**config.mk**
```make
export PLATFORM = sky130hd
export DESIGN_NAME = apbUart
export DESIGN_NICKNAME = d
export VERILOG_FILES = /design/src/rtl/uartPkg.sv /design/src/rtl/apbUart.sv /design/src/rtl/uartBaudGen.sv /design/src/rtl/uartFifo.sv /design/src/rtl/uartRegs.sv /design/src/rtl/uartRx.sv /design/src/rtl/uartTx.sv
export VERILOG_INCLUDE_DIRS = /design/src /design/src/rtl
export SDC_FILE = /design/constraint.sdc
export NUM_CORES = 1
export LEC_CHECK = 0
export ABC_AREA = 1
export BUFFER_PORTS_ARGS = -buffer_cell sky130_fd_sc_hd__buf_2
export CAP_MARGIN = 10
export CORE_MARGIN = 2
export CORE_UTILIZATION = 30
export DETAILED_ROUTE_END_ITERATION = 8
export PLACE_DENSITY = 0.51
export SLEW_MARGIN = 15
export SYNTH_ARGS = -nofsm -noshare
export SYNTH_HDL_FRONTEND = slang
export SYNTH_HIERARCHICAL = 1
export SYNTH_SLANG_ARGS = --single-unit
```
**constraint.sdc**
```tcl
create_clock -name CLK -period 2.9 [get_ports CLK]
set_input_delay 0 -clock CLK [delete_from_list [all_inputs] [get_ports CLK]]
set_output_delay 0 -clock CLK [all_outputs]
set_load 0.01 [all_outputs]
```
**src/rtl/uart_config.svh**
```systemverilog
// Build constants for the APB UART
// Character and register address widths, FIFO depth, the oversampling
// ratio of the baud tick and the register map
// Include wherever one of these values is needed
`ifndef UART_CONFIG_SVH
`define UART_CONFIG_SVH

// Character width and the part of the APB data bus in use
`define UART_DATA_W 8
`define UART_ADDR_W 3
`define UART_FIFO_DEPTH 16
// Baud ticks per serial bit
`define UART_OVERSAMPLE 16
`define UART_DIV_W 16

// Register offsets
`define UART_ADDR_RBR_THR 3'd0
// Offset 1 holds DLM while DLAB is set and reads zero otherwise
`define UART_ADDR_DLM 3'd1
`define UART_ADDR_LCR 3'd3
`define UART_ADDR_MCR 3'd4
`define UART_ADDR_LSR 3'd5
`define UART_ADDR_SCR 3'd7

`endif

```
**src/rtl/uartPkg.sv**
```systemverilog
// Shared types of the APB UART
// Referenced by scoped name from the register block, the FIFOs and
// both serial engines
`include "uart_config.svh"

package uartPkg;

	// One character as held in the TX FIFO and returned by RBR
	typedef logic [`UART_DATA_W-1:0] byteT;

	// Received character tagged with its line errors
	typedef struct packed {
		logic bi;
		logic fe;
		logic pe;
		byteT data;
	} rxCharT;

	// LCR[1:0] word length code
	typedef enum logic [1:0] {WORD5, WORD6, WORD7, WORD8} wordLenE;

	// Parity mode decoded from LCR PEN, EPS and stick parity
	typedef enum logic [2:0] {PAR_NONE, PAR_ODD, PAR_EVEN, PAR_ONE, PAR_ZERO} parityModeE;

endpackage

```
**src/rtl/apbUart.sv**
```systemverilog
// APB-attached 16550-style UART, top level
// Connects the register block, baud generator, TX and RX FIFOs and the
// serial engines. Loopback feeds the transmitter output to the receiver
// and holds SOUT at mark
`timescale 1ns/10ps
`include "uart_config.svh"

module apbUart
(
	input  logic CLK,
	input  logic iRST,
	input  logic psel,
	input  logic penable,
	input  logic pwrite,
	input  logic [`UART_ADDR_W-1:0] paddr,
	input  logic [31:0] pwdata,
	output logic [31:0] prdata,
	output logic pready,
	output logic pslverr,
	input  logic sin,
	output logic sout
);
	logic txPushValid;
	logic txPushReady;
	logic txPopValid;
	logic txPopReady;
	logic txEmpty;
	logic txBusy;
	logic txd;
	logic rxd;
	logic rxPushValid;
	logic rxPushReady;
	logic rxPopValid;
	logic rxPopReady;
	logic rxOverrun;
	logic tick16;
	logic twoStop;
	logic breakCtl;
	logic loopback;
	logic [`UART_DIV_W-1:0] divisor;
	uartPkg::byteT txPushData;
	uartPkg::byteT txPopData;
	uartPkg::rxCharT rxPushData;
	uartPkg::rxCharT rxPopData;
	uartPkg::wordLenE wordLen;
	uartPkg::parityModeE parityMode;

	// Zero-wait slave without error responses
	assign pready = 1'b1;
	assign pslverr = 1'b0;

	uartRegs regs (.*);

	uartBaudGen baudGen (.*);

	uartFifo #(.PAYLOAD_T(uartPkg::byteT)) txFifo (.CLK, .iRST,
		.pushValid(txPushValid), .pushData(txPushData), .pushReady(txPushReady),
		.popValid(txPopValid), .popData(txPopData), .popReady(txPopReady),
		.empty(txEmpty));

	uartFifo #(.PAYLOAD_T(uartPkg::rxCharT)) rxFifo (.CLK, .iRST,
		.pushValid(rxPushValid), .pushData(rxPushData), .pushReady(rxPushReady),
		.popValid(rxPopValid), .popData(rxPopData), .popReady(rxPopReady),
		.empty());

	uartTx tx (.*, .popValid(txPopValid), .popData(txPopData), .popReady(txPopReady));

	uartRx rx (.*, .pushValid(rxPushValid), .pushData(rxPushData), .pushReady(rxPushReady));

	assign rxd = loopback ? txd : sin;

	always_ff @(posedge CLK or posedge iRST)
	begin
		if (iRST)
			sout <= 1'b1;
		else
			sout <= loopback || txd;
	end

endmodule

```
**src/rtl/uartBaudGen.sv**
```systemverilog
// Baud rate generator
// Divides CLK by the 16-bit divisor into a one-cycle tick16 pulse,
// which runs at UART_OVERSAMPLE times the bit rate. A zero divisor stops it
`timescale 1ns/10ps
`include "uart_config.svh"

module uartBaudGen
(
	input  logic CLK,
	input  logic iRST,
	input  logic [`UART_DIV_W-1:0] divisor,
	output logic tick16
);
	logic [`UART_DIV_W-1:0] count;
	logic [`UART_DIV_W-1:0] lastDivisor;

	always_ff @(posedge CLK or posedge iRST)
	begin
		if (iRST)
		begin
			count <= '0;
			lastDivisor <= '0;
			tick16 <= 1'b0;
		end
		else
		begin
			lastDivisor <= divisor;
			tick16 <= 1'b0;
			// New divisor value restarts the count
			if (divisor != lastDivisor)
				count <= divisor;
			else if (divisor != '0)
			begin
				if (count <= `UART_DIV_W'(1))
				begin
					count <= divisor;
					tick16 <= 1'b1;
				end
				else
					count <= count - 1'b1;
			end
		end
	end

	assert property (@(posedge CLK) disable iff (iRST)
		(tick16 && divisor > `UART_DIV_W'(1)) |=> !tick16);

endmodule

```
**src/rtl/uartFifo.sv**
```systemverilog
// Synchronous FIFO between the register block and a serial engine
// Circular buffer of UART_FIFO_DEPTH entries with an occupancy count.
// The payload type is set per instance: characters on the TX side,
// tagged characters on the RX side. Both ports use valid/ready
`timescale 1ns/10ps
`include "uart_config.svh"

module uartFifo
#(
	parameter type PAYLOAD_T = uartPkg::byteT
)
(
	input  logic CLK,
	input  logic iRST,
	input  logic pushValid,
	input  PAYLOAD_T pushData,
	output logic pushReady,
	output logic popValid,
	output PAYLOAD_T popData,
	input  logic popReady,
	output logic empty
);
	localparam int DEPTH = `UART_FIFO_DEPTH;
	localparam int PTR_W = $clog2(DEPTH);

	PAYLOAD_T mem [DEPTH];
	logic [PTR_W-1:0] wrPtr;
	logic [PTR_W-1:0] rdPtr;
	logic [PTR_W:0] count;
	logic doPush;
	logic doPop;

	assign empty = (count == '0);
	assign pushReady = (count != (PTR_W + 1)'(DEPTH));
	assign popValid = !empty;
	assign popData = mem[rdPtr];
	assign doPush = pushValid && pushReady;
	assign doPop = popValid && popReady;

	always_ff @(posedge CLK)
	begin
		if (doPush)
			mem[wrPtr] <= pushData;
	end

	// Pointers wrap on their own since the depth is a power of two
	always_ff @(posedge CLK or posedge iRST)
	begin
		if (iRST)
		begin
			wrPtr <= '0;
			rdPtr <= '0;
			count <= '0;
		end
		else
		begin
			if (doPush)
				wrPtr <= wrPtr + 1'b1;
			if (doPop)
				rdPtr <= rdPtr + 1'b1;
			case ({doPush, doPop})
				2'b10: count <= count + 1'b1;
				2'b01: count <= count - 1'b1;
				default: ;
			endcase
		end
	end

	assert property (@(posedge CLK) disable iff (iRST) count <= (PTR_W + 1)'(DEPTH));

endmodule

```
**src/rtl/uartRegs.sv**
```systemverilog
// Register block of the APB UART
// Decodes zero-wait APB accesses with DLAB banking at offsets 0 and 1,
// holds LCR, DLL, DLM, MCR loopback and SCR, and keeps the LSR flags.
// THR writes push the TX FIFO and RBR reads pop the RX FIFO directly
`timescale 1ns/10ps
`include "uart_config.svh"

module uartRegs
(
	input  logic CLK,
	input  logic iRST,
	input  logic psel,
	input  logic penable,
	input  logic pwrite,
	input  logic [`UART_ADDR_W-1:0] paddr,
	input  logic [31:0] pwdata,
	input  logic txPushReady,
	input  logic rxPopValid,
	input  uartPkg::rxCharT rxPopData,
	input  logic rxOverrun,
	input  logic txBusy,
	input  logic txEmpty,
	output logic [31:0] prdata,
	output logic txPushValid,
	output uartPkg::byteT txPushData,
	output logic rxPopReady,
	output logic [`UART_DIV_W-1:0] divisor,
	output uartPkg::wordLenE wordLen,
	output uartPkg::parityModeE parityMode,
	output logic twoStop,
	output logic breakCtl,
	output logic loopback
);
	logic apbWrite;
	logic apbRead;
	logic dlab;
	logic lsrRead;
	logic headSeen;
	logic headCapture;
	logic lsrOe;
	logic lsrPe;
	logic lsrFe;
	logic lsrBi;
	uartPkg::byteT lcr;
	uartPkg::byteT dll;
	uartPkg::byteT dlm;
	uartPkg::byteT scr;
	uartPkg::byteT lsr;
	uartPkg::byteT readByte;

	assign apbWrite = psel && penable && pwrite;
	assign apbRead = psel && penable && !pwrite;
	assign dlab = lcr[7];
	assign lsrRead = apbRead && (paddr == `UART_ADDR_LSR);

	// A full TX FIFO ignores the THR write
	assign txPushValid = apbWrite && (paddr == `UART_ADDR_RBR_THR) && !dlab && txPushReady;
	assign txPushData = pwdata[`UART_DATA_W-1:0];
	assign rxPopReady = apbRead && (paddr == `UART_ADDR_RBR_THR) && !dlab && rxPopValid;

	always_ff @(posedge CLK or posedge iRST)
	begin
		if (iRST)
		begin
			lcr <= '0;
			dll <= '0;
			dlm <= '0;
			scr <= '0;
			loopback <= 1'b0;
		end
		else if (apbWrite)
		begin
			case (paddr)
				`UART_ADDR_RBR_THR:
				begin
					if (dlab)
						dll <= pwdata[`UART_DATA_W-1:0];
				end
				`UART_ADDR_DLM:
				begin
					if (dlab)
						dlm <= pwdata[`UART_DATA_W-1:0];
				end
				`UART_ADDR_LCR: lcr <= pwdata[`UART_DATA_W-1:0];
				`UART_ADDR_MCR: loopback <= pwdata[4];
				`UART_ADDR_SCR: scr <= pwdata[`UART_DATA_W-1:0];
				default: ;
			endcase
		end
	end

	// Error flags of a character are taken once, when it becomes the FIFO head
	assign headCapture = rxPopValid && !headSeen;

	always_ff @(posedge CLK or posedge iRST)
	begin
		if (iRST)
		begin
			headSeen <= 1'b0;
			lsrOe <= 1'b0;
			lsrPe <= 1'b0;
			lsrFe <= 1'b0;
			lsrBi <= 1'b0;
		end
		else
		begin
			if (rxPopReady)
				headSeen <= 1'b0;
			else if (rxPopValid)
				headSeen <= 1'b1;
			// Setting wins over the clear by an LSR read
			lsrOe <= rxOverrun || (lsrOe && !lsrRead);
			lsrPe <= (headCapture && rxPopData.pe) || (lsrPe && !lsrRead);
			lsrFe <= (headCapture && rxPopData.fe) || (lsrFe && !lsrRead);
			lsrBi <= (headCapture && rxPopData.bi) || (lsrBi && !lsrRead);
		end
	end

	assign lsr = {1'b0, txEmpty && !txBusy, txEmpty, lsrBi, lsrFe, lsrPe, lsrOe, rxPopValid};

	// Frame settings to the engines
	assign divisor = {dlm, dll};
	assign wordLen = uartPkg::wordLenE'(lcr[1:0]);
	assign twoStop = lcr[2];
	assign breakCtl = lcr[6];

	always_comb
	begin
		if (!lcr[3])
			parityMode = uartPkg::PAR_NONE;
		else
		begin
			// EPS selects even, stick parity sends the inverse of EPS
			case (lcr[5:4])
				2'b00: parityMode = uartPkg::PAR_ODD;
				2'b01: parityMode = uartPkg::PAR_EVEN;
				2'b10: parityMode = uartPkg::PAR_ONE;
				default: parityMode = uartPkg::PAR_ZERO;
			endcase
		end
	end

	always_comb
	begin
		readByte = '0;
		case (paddr)
			`UART_ADDR_RBR_THR: readByte = dlab ? dll : rxPopData.data;
			`UART_ADDR_DLM: readByte = dlab ? dlm : '0;
			`UART_ADDR_LCR: readByte = lcr;
			`UART_ADDR_MCR: readByte = {3'b000, loopback, 4'b0000};
			`UART_ADDR_LSR: readByte = lsr;
			`UART_ADDR_SCR: readByte = scr;
			default: readByte = '0;
		endcase
	end

	assign prdata = {{(32 - `UART_DATA_W){1'b0}}, readByte};

	// Pops only reach the RX FIFO while it holds a character
	assert property (@(posedge CLK) disable iff (iRST) rxPopReady |-> rxPopValid);

endmodule

```
**src/rtl/uartRx.sv**
```systemverilog
// Receive engine
// Synchronizes the serial input, starts a frame on a falling edge and
// samples every bit at mid-bit on the tick count. At the middle of the
// first stop bit it pushes the character with its PE, FE and BI flags,
// or pulses rxOverrun when the RX FIFO has no room
`timescale 1ns/10ps
`include "uart_config.svh"

module uartRx
(
	input  logic CLK,
	input  logic iRST,
	input  logic tick16,
	input  logic rxd,
	input  uartPkg::wordLenE wordLen,
	input  uartPkg::parityModeE parityMode,
	input  logic twoStop,
	input  logic pushReady,
	output logic pushValid,
	output uartPkg::rxCharT pushData,
	output logic rxOverrun
);
	localparam int TICK_W = $clog2(`UART_OVERSAMPLE);

	typedef enum logic [2:0] {RX_IDLE, RX_START, RX_DATA, RX_PARITY, RX_STOP} rxStateE;

	rxStateE state;
	logic rxMeta;
	logic rxSync;
	logic rxLast;
	logic [TICK_W-1:0] tickCnt;
	logic [2:0] bitCnt;
	logic [3:0] dataBits;
	logic midStart;
	logic midBit;
	logic frameEnd;
	logic parityAcc;
	logic parityBad;
	logic parityErr;
	logic allZero;
	uartPkg::byteT shiftReg;

	assign dataBits = 4'd5 + {2'b00, wordLen};
	assign midStart = tick16 && (tickCnt == TICK_W'(`UART_OVERSAMPLE / 2 - 1));
	assign midBit = tick16 && (tickCnt == TICK_W'(`UART_OVERSAMPLE - 1));
	assign frameEnd = (state == RX_STOP) && midBit && (bitCnt == '0);

	// Parity check of the sampled parity bit against the data bits
	always_comb
	begin
		case (parityMode)
			uartPkg::PAR_ODD: parityBad = !(parityAcc ^ rxSync);
			uartPkg::PAR_EVEN: parityBad = parityAcc ^ rxSync;
			uartPkg::PAR_ONE: parityBad = !rxSync;
			uartPkg::PAR_ZERO: parityBad = rxSync;
			default: parityBad = 1'b0;
		endcase
	end

	always_ff @(posedge CLK or posedge iRST)
	begin
		if (iRST)
		begin
			rxMeta <= 1'b1;
			rxSync <= 1'b1;
			rxLast <= 1'b1;
			state <= RX_IDLE;
			tickCnt <= '0;
			bitCnt <= '0;
			parityAcc <= 1'b0;
			parityErr <= 1'b0;
			allZero <= 1'b0;
			pushValid <= 1'b0;
			rxOverrun <= 1'b0;
		end
		else
		begin
			rxMeta <= rxd;
			rxSync <= rxMeta;
			rxLast <= rxSync;
			pushValid <= frameEnd && pushReady;
			rxOverrun <= frameEnd && !pushReady;
			if (state == RX_IDLE || (state == RX_START && midStart))
				tickCnt <= '0;
			else if (tick16)
				tickCnt <= tickCnt + 1'b1;
			case (state)
				RX_IDLE:
				begin
					if (rxLast && !rxSync)
						state <= RX_START;
				end
				RX_START:
				begin
					// Back to idle if the line is high again at mid start bit
					if (midStart && rxSync)
						state <= RX_IDLE;
					else if (midStart)
					begin
						state <= RX_DATA;
						bitCnt <= '0;
						parityAcc <= 1'b0;
						parityErr <= 1'b0;
						allZero <= 1'b1;
					end
				end
				RX_DATA:
				begin
					if (midBit)
					begin
						parityAcc <= parityAcc ^ rxSync;
						allZero <= allZero && !rxSync;
						bitCnt <= bitCnt + 1'b1;
						if ({1'b0, bitCnt} == dataBits - 4'd1)
						begin
							bitCnt <= '0;
							if (parityMode == uartPkg::PAR_NONE)
								state <= RX_STOP;
							else
								state <= RX_PARITY;
						end
					end
				end
				RX_PARITY:
				begin
					if (midBit)
					begin
						parityErr <= parityBad;
						allZero <= allZero && !rxSync;
						state <= RX_STOP;
					end
				end
				RX_STOP:
				begin
					// Second stop bit is waited out but not checked
					if (frameEnd && twoStop)
						bitCnt <= 3'd1;
					else if (midBit)
						state <= RX_IDLE;
				end
				default: state <= RX_IDLE;
			endcase
		end
	end

	always_ff @(posedge CLK)
	begin
		if (state == RX_DATA && midBit)
			shiftReg <= {rxSync, shiftReg[`UART_DATA_W-1:1]};
		if (frameEnd)
		begin
			pushData.data <= shiftReg >> (4'd8 - dataBits);
			pushData.pe <= parityErr;
			pushData.fe <= !rxSync;
			pushData.bi <= allZero && !rxSync;
		end
	end

	// Push is only issued when the RX FIFO had room at frame end
	assert property (@(posedge CLK) disable iff (iRST) pushValid |-> pushReady);

endmodule

```
**src/rtl/uartTx.sv**
```systemverilog
// Transmit engine
// Pops a character from the TX FIFO on a baud tick and shifts out
// start, 5 to 8 data bits LSB first, optional parity and 1 or 2 stop bits.
// Every bit lasts UART_OVERSAMPLE ticks. breakCtl holds the line low
`timescale 1ns/10ps
`include "uart_config.svh"

module uartTx
(
	input  logic CLK,
	input  logic iRST,
	input  logic tick16,
	input  uartPkg::wordLenE wordLen,
	input  uartPkg::parityModeE parityMode,
	input  logic twoStop,
	input  logic breakCtl,
	input  logic popValid,
	input  uartPkg::byteT popData,
	output logic popReady,
	output logic txd,
	output logic txBusy
);
	localparam int TICK_W = $clog2(`UART_OVERSAMPLE);

	typedef enum logic [2:0] {TX_IDLE, TX_START, TX_DATA, TX_PARITY, TX_STOP} txStateE;

	txStateE state;
	logic [TICK_W-1:0] tickCnt;
	logic [2:0] bitCnt;
	logic [3:0] dataBits;
	logic bitDone;
	logic parityBit;
	logic nextParity;
	logic lineBit;
	uartPkg::byteT dataMask;
	uartPkg::byteT shiftReg;

	assign dataBits = 4'd5 + {2'b00, wordLen};
	assign dataMask = 8'hff >> (4'd8 - dataBits);

	// Frames start on a tick so the start bit is a full bit long
	assign popReady = (state == TX_IDLE) && tick16;
	assign txBusy = (state != TX_IDLE);
	assign bitDone = tick16 && (tickCnt == TICK_W'(`UART_OVERSAMPLE - 1));

	always_comb
	begin
		case (parityMode)
			uartPkg::PAR_ODD: nextParity = ~^(popData & dataMask);
			uartPkg::PAR_EVEN: nextParity = ^(popData & dataMask);
			uartPkg::PAR_ZERO: nextParity = 1'b0;
			default: nextParity = 1'b1;
		endcase
	end

	always_comb
	begin
		case (state)
			TX_START: lineBit = 1'b0;
			TX_DATA: lineBit = shiftReg[0];
			TX_PARITY: lineBit = parityBit;
			default: lineBit = 1'b1;
		endcase
	end

	assign txd = lineBit && !breakCtl;

	always_ff @(posedge CLK or posedge iRST)
	begin
		if (iRST)
		begin
			state <= TX_IDLE;
			tickCnt <= '0;
			bitCnt <= '0;
		end
		else
		begin
			if (state == TX_IDLE)
				tickCnt <= '0;
			else if (tick16)
				tickCnt <= tickCnt + 1'b1;
			case (state)
				TX_IDLE:
				begin
					if (popValid && popReady)
						state <= TX_START;
				end
				TX_START:
				begin
					if (bitDone)
					begin
						state <= TX_DATA;
						bitCnt <= '0;
					end
				end
				TX_DATA:
				begin
					if (bitDone)
					begin
						bitCnt <= bitCnt + 1'b1;
						if ({1'b0, bitCnt} == dataBits - 4'd1)
						begin
							bitCnt <= '0;
							if (parityMode == uartPkg::PAR_NONE)
								state <= TX_STOP;
							else
								state <= TX_PARITY;
						end
					end
				end
				TX_PARITY:
				begin
					if (bitDone)
						state <= TX_STOP;
				end
				TX_STOP:
				begin
					if (bitDone)
					begin
						if (twoStop && bitCnt == '0)
							bitCnt <= 3'd1;
						else
							state <= TX_IDLE;
					end
				end
				default: state <= TX_IDLE;
			endcase
		end
	end

	always_ff @(posedge CLK)
	begin
		if (popValid && popReady)
		begin
			shiftReg <= popData & dataMask;
			parityBit <= nextParity;
		end
		else if (state == TX_DATA && bitDone)
			shiftReg <= shiftReg >> 1;
	end

	// Idle line is at mark unless a break is requested
	assert property (@(posedge CLK) disable iff (iRST)
		(state == TX_IDLE && !breakCtl) |-> txd);

endmodule

```
### Yosys cells after proc, flatten, opt, wreduce, memory -nomap -nowiden

Memory sizes are Yosys's and may differ from the RTL's.
Cells that the tools add are included.

| operators by class | value |
|---|---|
| $add $sub $neg | 16 |
| $lt $le $gt $ge | 1 |
| eq/ne operators | 51 |
| shift-type cells | 2 |
| muxes and demuxes | 69 |
| bitwise gates (word level) | 2 |
| reduce and logical (&&, ||, !) cells | 94 |

Operators with widths:

| cell | number |
|---|---|
| $mux 3 | 27 |
| $mux 16 | 3 |
| $pmux 8 s6 | 1 |
| $logic_and 1x1->1 | 40 |
| $mux 8 | 4 |
| $pmux 3 s5 | 2 |
| $pmux 3 s3 | 3 |
| $ne 2x1->1 const B | 13 |
| $add 4x1->4 const B | 6 |
| $eq 3x2->1 const B | 7 |
| $pmux 5 s2 | 2 |
| $eq 3x3->1 const B | 6 |
| $logic_not 3->1 | 6 |
| $reduce_bool 2->1 | 9 |
| $mux 1 | 17 |
| $le 16x1->1 const B | 1 |
| $mux 4 | 4 |
| $ne 16x16->1 | 1 |
| $reduce_bool 16->1 | 1 |
| $sub 16x1->16 const B | 1 |
| $reduce_and 7->1 | 2 |
| $eq 3x1->1 const B | 4 |
| $ne 2x2->1 const B | 6 |
| $reduce_and 4->1 | 3 |
| 31 further kinds | 66 |

| storage, ports and cells | value |
|---|---|
| flip-flop bits (word level) | 154 |
| RAM bits | 304 |
| input bits | 41 |
| output and inout port bits | 35 |
| word-level logic and storage cells | 278 |
| memories kept | 2 |

Memories:

| memory | words | width | rd ports | clocked after Yosys merged registers in | write ports | RTL line | text |
|---|---|---|---|---|---|---|---|
| rxFifo.mem | 16 | 11 | 1 | 0 | 1 | uartFifo.sv:26 | `PAYLOAD_T mem [DEPTH];` |
| txFifo.mem | 16 | 8 | 1 | 0 | 1 | uartFifo.sv:26 |  |

### Logic depth before layout (Yosys ltp)

Gate-level depths: netlist (run 1).

| depth | value |
|---|---|
| word-level depth | 8 |
| gate-level depth with buffers | 19 |
| mapped depth without buffers | 17 |

### By module

Netlist (run 1), hierarchy kept.

By module, submodules not included:

| module | instances | cells an instance | area each (um^2) | seq. area each (um^2) |
|---|---|---|---|---|
| uartFifo at rxFifo | 1 | 808 | 8240.4 | 5610.4 |
| uartFifo at txFifo | 1 | 620 | 6221.0 | 4169.0 |
| uartRegs | 1 | 320 | 2431.1 | 950.9 |
| uartBaudGen | 1 | 375 | 2311.0 | 825.8 |
| uartRx | 1 | 201 | 1950.6 | 1024.7 |
| uartTx | 1 | 182 | 1327.5 | 520.5 |
| apbUart | 1 | 11 | 73.8 | 26.3 |

### Worst setup path before layout (run 1)

No wires, ideal clock.

| path | value |
|---|---|
| path kind | register to register |
| from | register rxFifo.count[0] |
| to | register rxFifo.count[4] |
| library setup time | 0.117 ns |
| arrival time | 2.202 ns |
| required time | 2.783 ns |
| slack | 0.582 ns |
| cell stages (with the launch flop) | 15 |
| path through | dfrtp_1 -> nor2_1 -> nand4_1 -> nand4_1 -> nor2_1 -> nand2_1 -> inv_1 -> ha_1 -> fa_1 -> nand2_1 -> nand3_1 -> nand3_1 -> nand2_1 -> nand2_1 -> nand2_1 |

| between the ends | value |
|---|---|
| word-level cells in the longest chain between the ends | 6 |

Ends and longest elaborated chain:

| what | RTL line | text |
|---|---|---|
| from (decl) | uartFifo.sv:29 | `logic [PTR_W:0] count;` |
| from (signal assigned) | uartFifo.sv:62 | `2'b10: count <= count + 1'b1;` |
| from (signal assigned) | uartFifo.sv:63 | `2'b01: count <= count - 1'b1;` |
| $logic_not 5->1 (*) | uartFifo.sv:33 | `assign empty = (count == '0);` |
| $logic_not 1->1 (*) | uartFifo.sv:35 | `assign popValid = !empty;` |
| net rxPopValid | apbUart.sv:33 | `logic rxPopValid;` |
| $logic_and 1x1->1 (*) | uartRegs.sv:59 | `` assign rxPopReady = apbRead && (paddr == `UART_ADDR_RBR_THR) && !dlab && rxPopValid; `` |
| net rxPopReady | apbUart.sv:34 | `logic rxPopReady;` |
| $logic_and 1x1->1 (*) | uartFifo.sv:38 | `assign doPop = popValid && popReady;` |
| net rxFifo.doPop | uartFifo.sv:31 | `logic doPop;` |
| $eq 2x1->1 / $eq 2x2->1 (equally long branches) | uartFifo.sv:61 | `case ({doPush, doPop})` |
| $pmux 5 s2 / $reduce_bool 2->1 (equally long branches) | n/a |  |

Mark *: on every way through the listed nets, which the timed path passes. The rest lies on a longest branch.
A chain may end at the register's enable or synchronous reset.

==> results.cfg, run 1 <==
[status]
status = complete, no violations

[place]
hpwl_um = 36400
gp_congestion = 0.821
placed_cell_area_sq_mm = 0.0237
port_buffers = 25

[critical_path]
crit_path_end_kind = output pin
crit_required_ns = 2.90
crit_path_start_kind = flip-flop
cp.arrival_ns = 2.68
critPathKind = reg2out
worst-path-max-fanout = 26

[job]
cap_violations = 0

[layout]
final_nets = 2662
syn_to_final_growth_pct = 14.0
layout-drive-gt1-share_pct = 10.0
num_antenna_cells = 0
stdcell_area_sq_mm = 0.0257

[timing]
hold_slack_ns = 0.0510
tightest_slew_ns = 1.08
timing.final.crit_share_pct = 92.3
max_freq_mhz = 374
fin_skew_ns = 0.0359
drv_slew = 0
period_minus_slack_ns = 2.68
rsz0062_at_grt = no
setup_viol = 0
final_hold_viol_count = 0
final.setup.tns_ns = 0
slew_headroom_pct = 27.8

[clock_tree]
cts_root_buffer = clkbuf_16
cts_inserted_buffers = 52
cts.path.max_buffers = 3
cts_tree = yes
insertion_delay_ns = 0.61
clkSlewWorstSetupHoldPaths_ns = 0.06
cts.sinks = 458
h-tree-depth = 2

[global_route]
overflow = 0
antenna_found_initial = 3
grt_max_degree = 64
grt_pass1_vias = 15400
grt_usage_pct = 14.3
grt_pass1_wl_um = 86900

[floorplanning]
core_area_sq_mm = 0.0744
die_w_um = 278
num_rows = 100
initial_core_util_pct = 30.3
dieHeight_um = 278
ios = 76
die_area_sq_mm = 0.0774

[power_and_ir_drop]
irDropWorstVdd_uv = 394
power_density_mw_per_mm2 = 731
leakagePower_nw = 11.6

[logic_synthesis]
syn-instance-count = 2516
avgSynthCellArea_sq_um = 8.96
ys_warn_count = 6
syn_area_sq_mm = 0.0226

[drt]
viasPerCell = 4.51
num_vias = 16200
ant_nets = 0
drt-pass1-iter-count = 6
wirelength_um = 55200
routedWlPerCell_um = 15.3
drc = 0
drt-initial-drc-count = 1357

[worst_hold_path]
hold_class = in2reg
[per-stage QoR]
step / util, % / cells / power [W] / setup slack [ns]
finish: 34.5 / 3598 / 0.0188 / 0.224
global route: 34.5 / 3598 / 0.0199 / 0.0415
CTS: 34.5 / 3594 / 0.0190 / 0.0147
detailed placement: 31.9 / 3480 / 0.0123 / 0.302
global placement: 31.9 / 3480 / 0.0122 / 0.326
floorplan: - / 2539 / 0.0111 / 0.613
[worst paths after layout]
check | start | end | slack [ns] | cells after the start
max in group asynchronous | iRST | rx/parityErr$_DFFE_PP0P_ | 2.20 | 3
setup reg to reg | rxFifo/count[0]$_DFFE_PP0P_ | rxFifo/count[4]$_DFFE_PP0P_ | 0.35 | 14
min in group asynchronous | iRST | sout$_DFF_PP1_ | 0.08 | 3
hold reg to reg | rx/rxMeta$_DFF_PP1_ | rx/rxSync$_DFF_PP1_ | 0.37 | 0
setup / recovery | rxFifo/rdPtr[1]$_DFFE_PP0P_ | prdata[5] | 0.22 | 15
hold / removal | paddr[1] | regs/loopback$_DFFE_PP0P_ | 0.05 | 4
[placed cells by master, fill, tap and decap left out, types with 12 or more instances in the layout]
master         count
conb_1            26
a21oi_1           17
clkbuf_16         52
dlygate4sd3_1     19
nand2_2           14
nand2_1          930
o21ai_2           16
clkbuf_1          14
ha_1              30
nand4_1           36
dfrtp_1          120
xnor2_1           12
buf_4             55
inv_1            281
nand3_1          204
xor2_1            16
edfxtp_1         332
nor2_1           239
buf_2             25
o21ai_0           41
inv_2             21
[report_power, final]
part | total (W) | switching, W | internal [W]
Sequential | 0.00778 | 0.000428 | 0.00735
Clock | 0.00652 | 0.00273 | 0.00379
Combinational | 0.00450 | 0.00302 | 0.00148
Total | 0.0188 | 0.00617 | 0.0126
[timing repair]
| action | CTS | global route |
|---|---|---|
| setup endpoints to repair | 3 | 6 |
| gates cloned | 1 | 0 |
| hold buffers | 19 | 0 |
| pin swaps | 0 | 0 |
| hold endpoints to repair | 282 | 0 |
| setup buffers | 0 | 4 |
| resized for setup | 2 | 1 |
[flip-flops by register name, summed over array words and instances, names as in the netlist, 3 cells and up]
register	cells
baudGen/lastDivisor	16
rxFifo/wrPtr	4
baudGen/count	16
regs/dlm	8
rxFifo/rdPtr	4
txFifo/mem	128
rxFifo/count	5
tx/shiftReg	8
txFifo/count	5
regs/dll	8
txFifo/rdPtr	4
tx/tickCnt	4
regs/scr	8
rxFifo/mem	176
tx/state	3
tx/bitCnt	3
txFifo/wrPtr	4
rx/tickCnt	4
rx/state	3
rx/shiftReg	8
regs/lcr	8
rx/bitCnt	3
rx/pushData	11
[cell type report]
| cell class | count | area (sq um) |
|---|---|---|
| Sequential cell | 458 | 13100 |
| Inverter | 309 | 1180 |
| Multi-Input combinational cell | 1661 | 7610 |
| Clock buffer | 70 | 1410 |
| Clock inverter | 24 | 287 |
| Fill cell | 7507 | 48700 |
| Timing Repair Buffer | 107 | 891 |
| Tap cell | 969 | 1210 |
[critical path, cell delays in order (launching register included)]
cell     delay [ns]
dfrtp_1        0.37
buf_4          0.24
nor2_4         0.13
buf_4          0.29
nand3_1        0.11
nand2_1        0.07
nor2_1         0.04
nand2_1        0.08
nand2_1        0.10
nand2_1        0.08
nand2_1        0.04
nand2_1        0.07
nand2_1        0.07
inv_1          0.06
nand2_1        0.11
buf_2          0.18
[routing by layer]
metal	vias to the layer above	global-route usage, %	routed length (um)
li1	8096	-	-
met1	7649	20.0	26000
met2	390	23.0	25200
met3	90	2.08	2710
met4	4	3.96	1350
met5	-	0	23
Note: power is estimated with default switching activity, not from simulation.
==> inputs of run 2 (changes only) <==
--- a/config.mk
+++ b/config.mk
@@ -12,7 +12,6 @@
 export CORE_MARGIN = 2
 export CORE_UTILIZATION = 30
 export DETAILED_ROUTE_END_ITERATION = 8
-export PLACE_DENSITY = 0.51
 export SLEW_MARGIN = 15
 export SYNTH_ARGS = -nofsm -noshare
 export SYNTH_HDL_FRONTEND = slang
==> run 2 against run 1 <==
Utilization shrank 0.11 points. Cell count shrank 0.25%. Clock power fell by 1%. Critical path type unchanged. Largest cell class unchanged. Largest power group unchanged. Highest routed layer unchanged.
==> results.cfg, run 2 (synthesis gave the netlist of run 1 again) <==
[timing]
rsz0062_at_grt = no
slew_headroom_pct = 29.7
final_hold_viol_count = 0
max_freq_mhz = 376
timing.final.crit_share_pct = 91.7
setup_viol = 0
drv_slew = 0
tightest_slew_ns = 1.05
fin_skew_ns = 0.0482
period_minus_slack_ns = 2.66
final.setup.tns_ns = 0

[floorplanning]
dieHeight_um = 278
initial_core_util_pct = 30.3
ios = 76
num_rows = 100
die_area_sq_mm = 0.0774
die_w_um = 278
core_area_sq_mm = 0.0744

[critical_path]
critPathKind = reg2out
crit_path_start_kind = flip-flop
cp_cell_sequence = buf_4 > buf_12 > nand2_1 > nand3_1 > nand2_1 > nor2_1 > nand2_1 > nand2_1 > nand2_1 > nand2_1 > nand2_1 > nand2_1 > inv_1 > nand2_1 > buf_2
worst-path-max-fanout = 37
reg2reg_setup_slack_ns = 0.39
cp_num_buf_inv = 4
critPathMaxStageDelay_ns = 0.55
worstReg2RegEnd = rxFifo/count[4]$_DFFE_PP0P_
cp_slowest_cell = dfrtp_4
crit_path_end_kind = output pin
reg2reg_depth = 14
crit_required_ns = 2.90
cp_common_cell = nand2_1
cp.arrival_ns = 2.66
r2r_start = rxFifo/count[0]$_DFFE_PP0P_
cp_top_family = simple AND/OR/NAND/NOR gates

[layout]
largest_reg_flops = 176
top_regs = rxFifo/mem: 176 flops, txFifo/mem: 128 flops
syn_to_final_growth_pct = 13.7
utilization_pct = 34.4
final_cell_mix = 930 x nand2_1, 332 x edfxtp_1, 281 x inv_1
final_nets = 2654
num_antenna_cells = 0
regMostFlops = rxFifo/mem
layout_commonest_cell = nand2_1
stdcell_area_sq_mm = 0.0256
layout-drive-gt1-share_pct = 9.92

[clock_tree]
insertion_delay_ns = 0.61
h-tree-depth = 2
cts_tree = yes
clkSlewWorstSetupHoldPaths_ns = 0.06
cts_inserted_buffers = 49
cts.sinks = 458
cts_root_buffer = clkbuf_16
cts.path.max_buffers = 3

[drt]
num_vias = 16000
routedWlPerCell_um = 14.7
drc = 0
drt-pass1-iter-count = 5
wirelength_um = 52900
viasPerCell = 4.45
ant_nets = 0
drt-initial-drc-count = 1251

[place]
placed_cell_area_sq_mm = 0.0237
hpwl_um = 35000
gp_congestion = 0.807
port_buffers = 25

[global_route]
overflow = 0
grt_pass1_vias = 14800
grt_pass1_wl_um = 82900
grt_usage_pct = 13.6
antenna_found_initial = 2
grt_max_degree = 45

[worst_hold_path]
worst_hold_path.num_cells = 5
hold_class = in2reg
min-delay-start = paddr[2]
hold-path-endpoint = regs/dll[1]$_DFFE_PP0P_

[power_and_ir_drop]
leakagePower_nw = 11.5
irDropWorstVdd_uv = 470
power_density_mw_per_mm2 = 725

[job]
cap_violations = 0

[status]
status = complete, no violations
-- run 2: repair_timing --
action,4_1_cts,5_1_grt
pin swaps,0,1
hold buffers,17,0
resized for setup,2,3
hold endpoints to repair,272,0
setup endpoints to repair,8,8
buffers inserted,1,4
gates cloned,0,1
-- run 2: area by class of cell --
class                      count  area (sq um)
clock buffer                  62          1340
clock inverter                28           335
fill                        7511         48800
inverter                     309          1190
multi-input combinational   1661          7610
sequential                   458         13100
tap                          969          1210
timing repair buffer         102           821
-- run 2: metal layers --
layer | GRT usage (%) | part of all wire (%)
met1 | 19.1 | 47
met2 | 21.7 | 45
met3 | 2.21 | 5.4
met4 | 3.69 | 2.2
met5 | 0 | 0.025
-- run 2: worst max path at each step --
stage / start / to / depth (start not counted)
5_1_grt: rxFifo/rdPtr[0]$_DFFE_PP0P_ / prdata[3] / 15
4_1_cts: rxFifo/rdPtr[0]$_DFFE_PP0P_ / prdata[3] / 15
2_1_floorplan: rxFifo/count[0]$_DFFE_PP0P_ / rxFifo/count[4]$_DFFE_PP0P_ / 14
3_3_place_gp: rxFifo/count[0]$_DFFE_PP0P_ / rxFifo/count[4]$_DFFE_PP0P_ / 15
3_5_place_dp: rxFifo/count[0]$_DFFE_PP0P_ / rxFifo/count[4]$_DFFE_PP0P_ / 14
6_report: rxFifo/rdPtr[0]$_DFFE_PP0P_ / prdata[3] / 15
-- run 2: stage by stage --
step | worst slack (ns) | total power, W | hold slack [ns] | cells
after detailed placement | 0.371 | 0.0122 | 0.138 | 3476
after CTS | 0.0591 | 0.0187 | 0.0179 | 3584
after floorplan | 0.613 | 0.0111 | -0.160 | 2539
after global routing | 0.0292 | 0.0197 | 0.0518 | 3589
after global placement | 0.346 | 0.0122 | 0.139 | 3476
final | 0.240 | 0.0186 | 0.0657 | 3589
-- run 2: worst min-delay path, stage by stage --
cell and delay, ns:
buf_2 0.13, nor3_4 0.05, buf_4 0.17, nand2_4 0.20, o21ai_2 0.06
-- run 2: where the power goes --
part           internal, W  leakage (nW)  switching [W]
sequential         0.00735          4.64       0.000415
clock              0.00375         0.815        0.00268
combinational      0.00145          6.07        0.00293
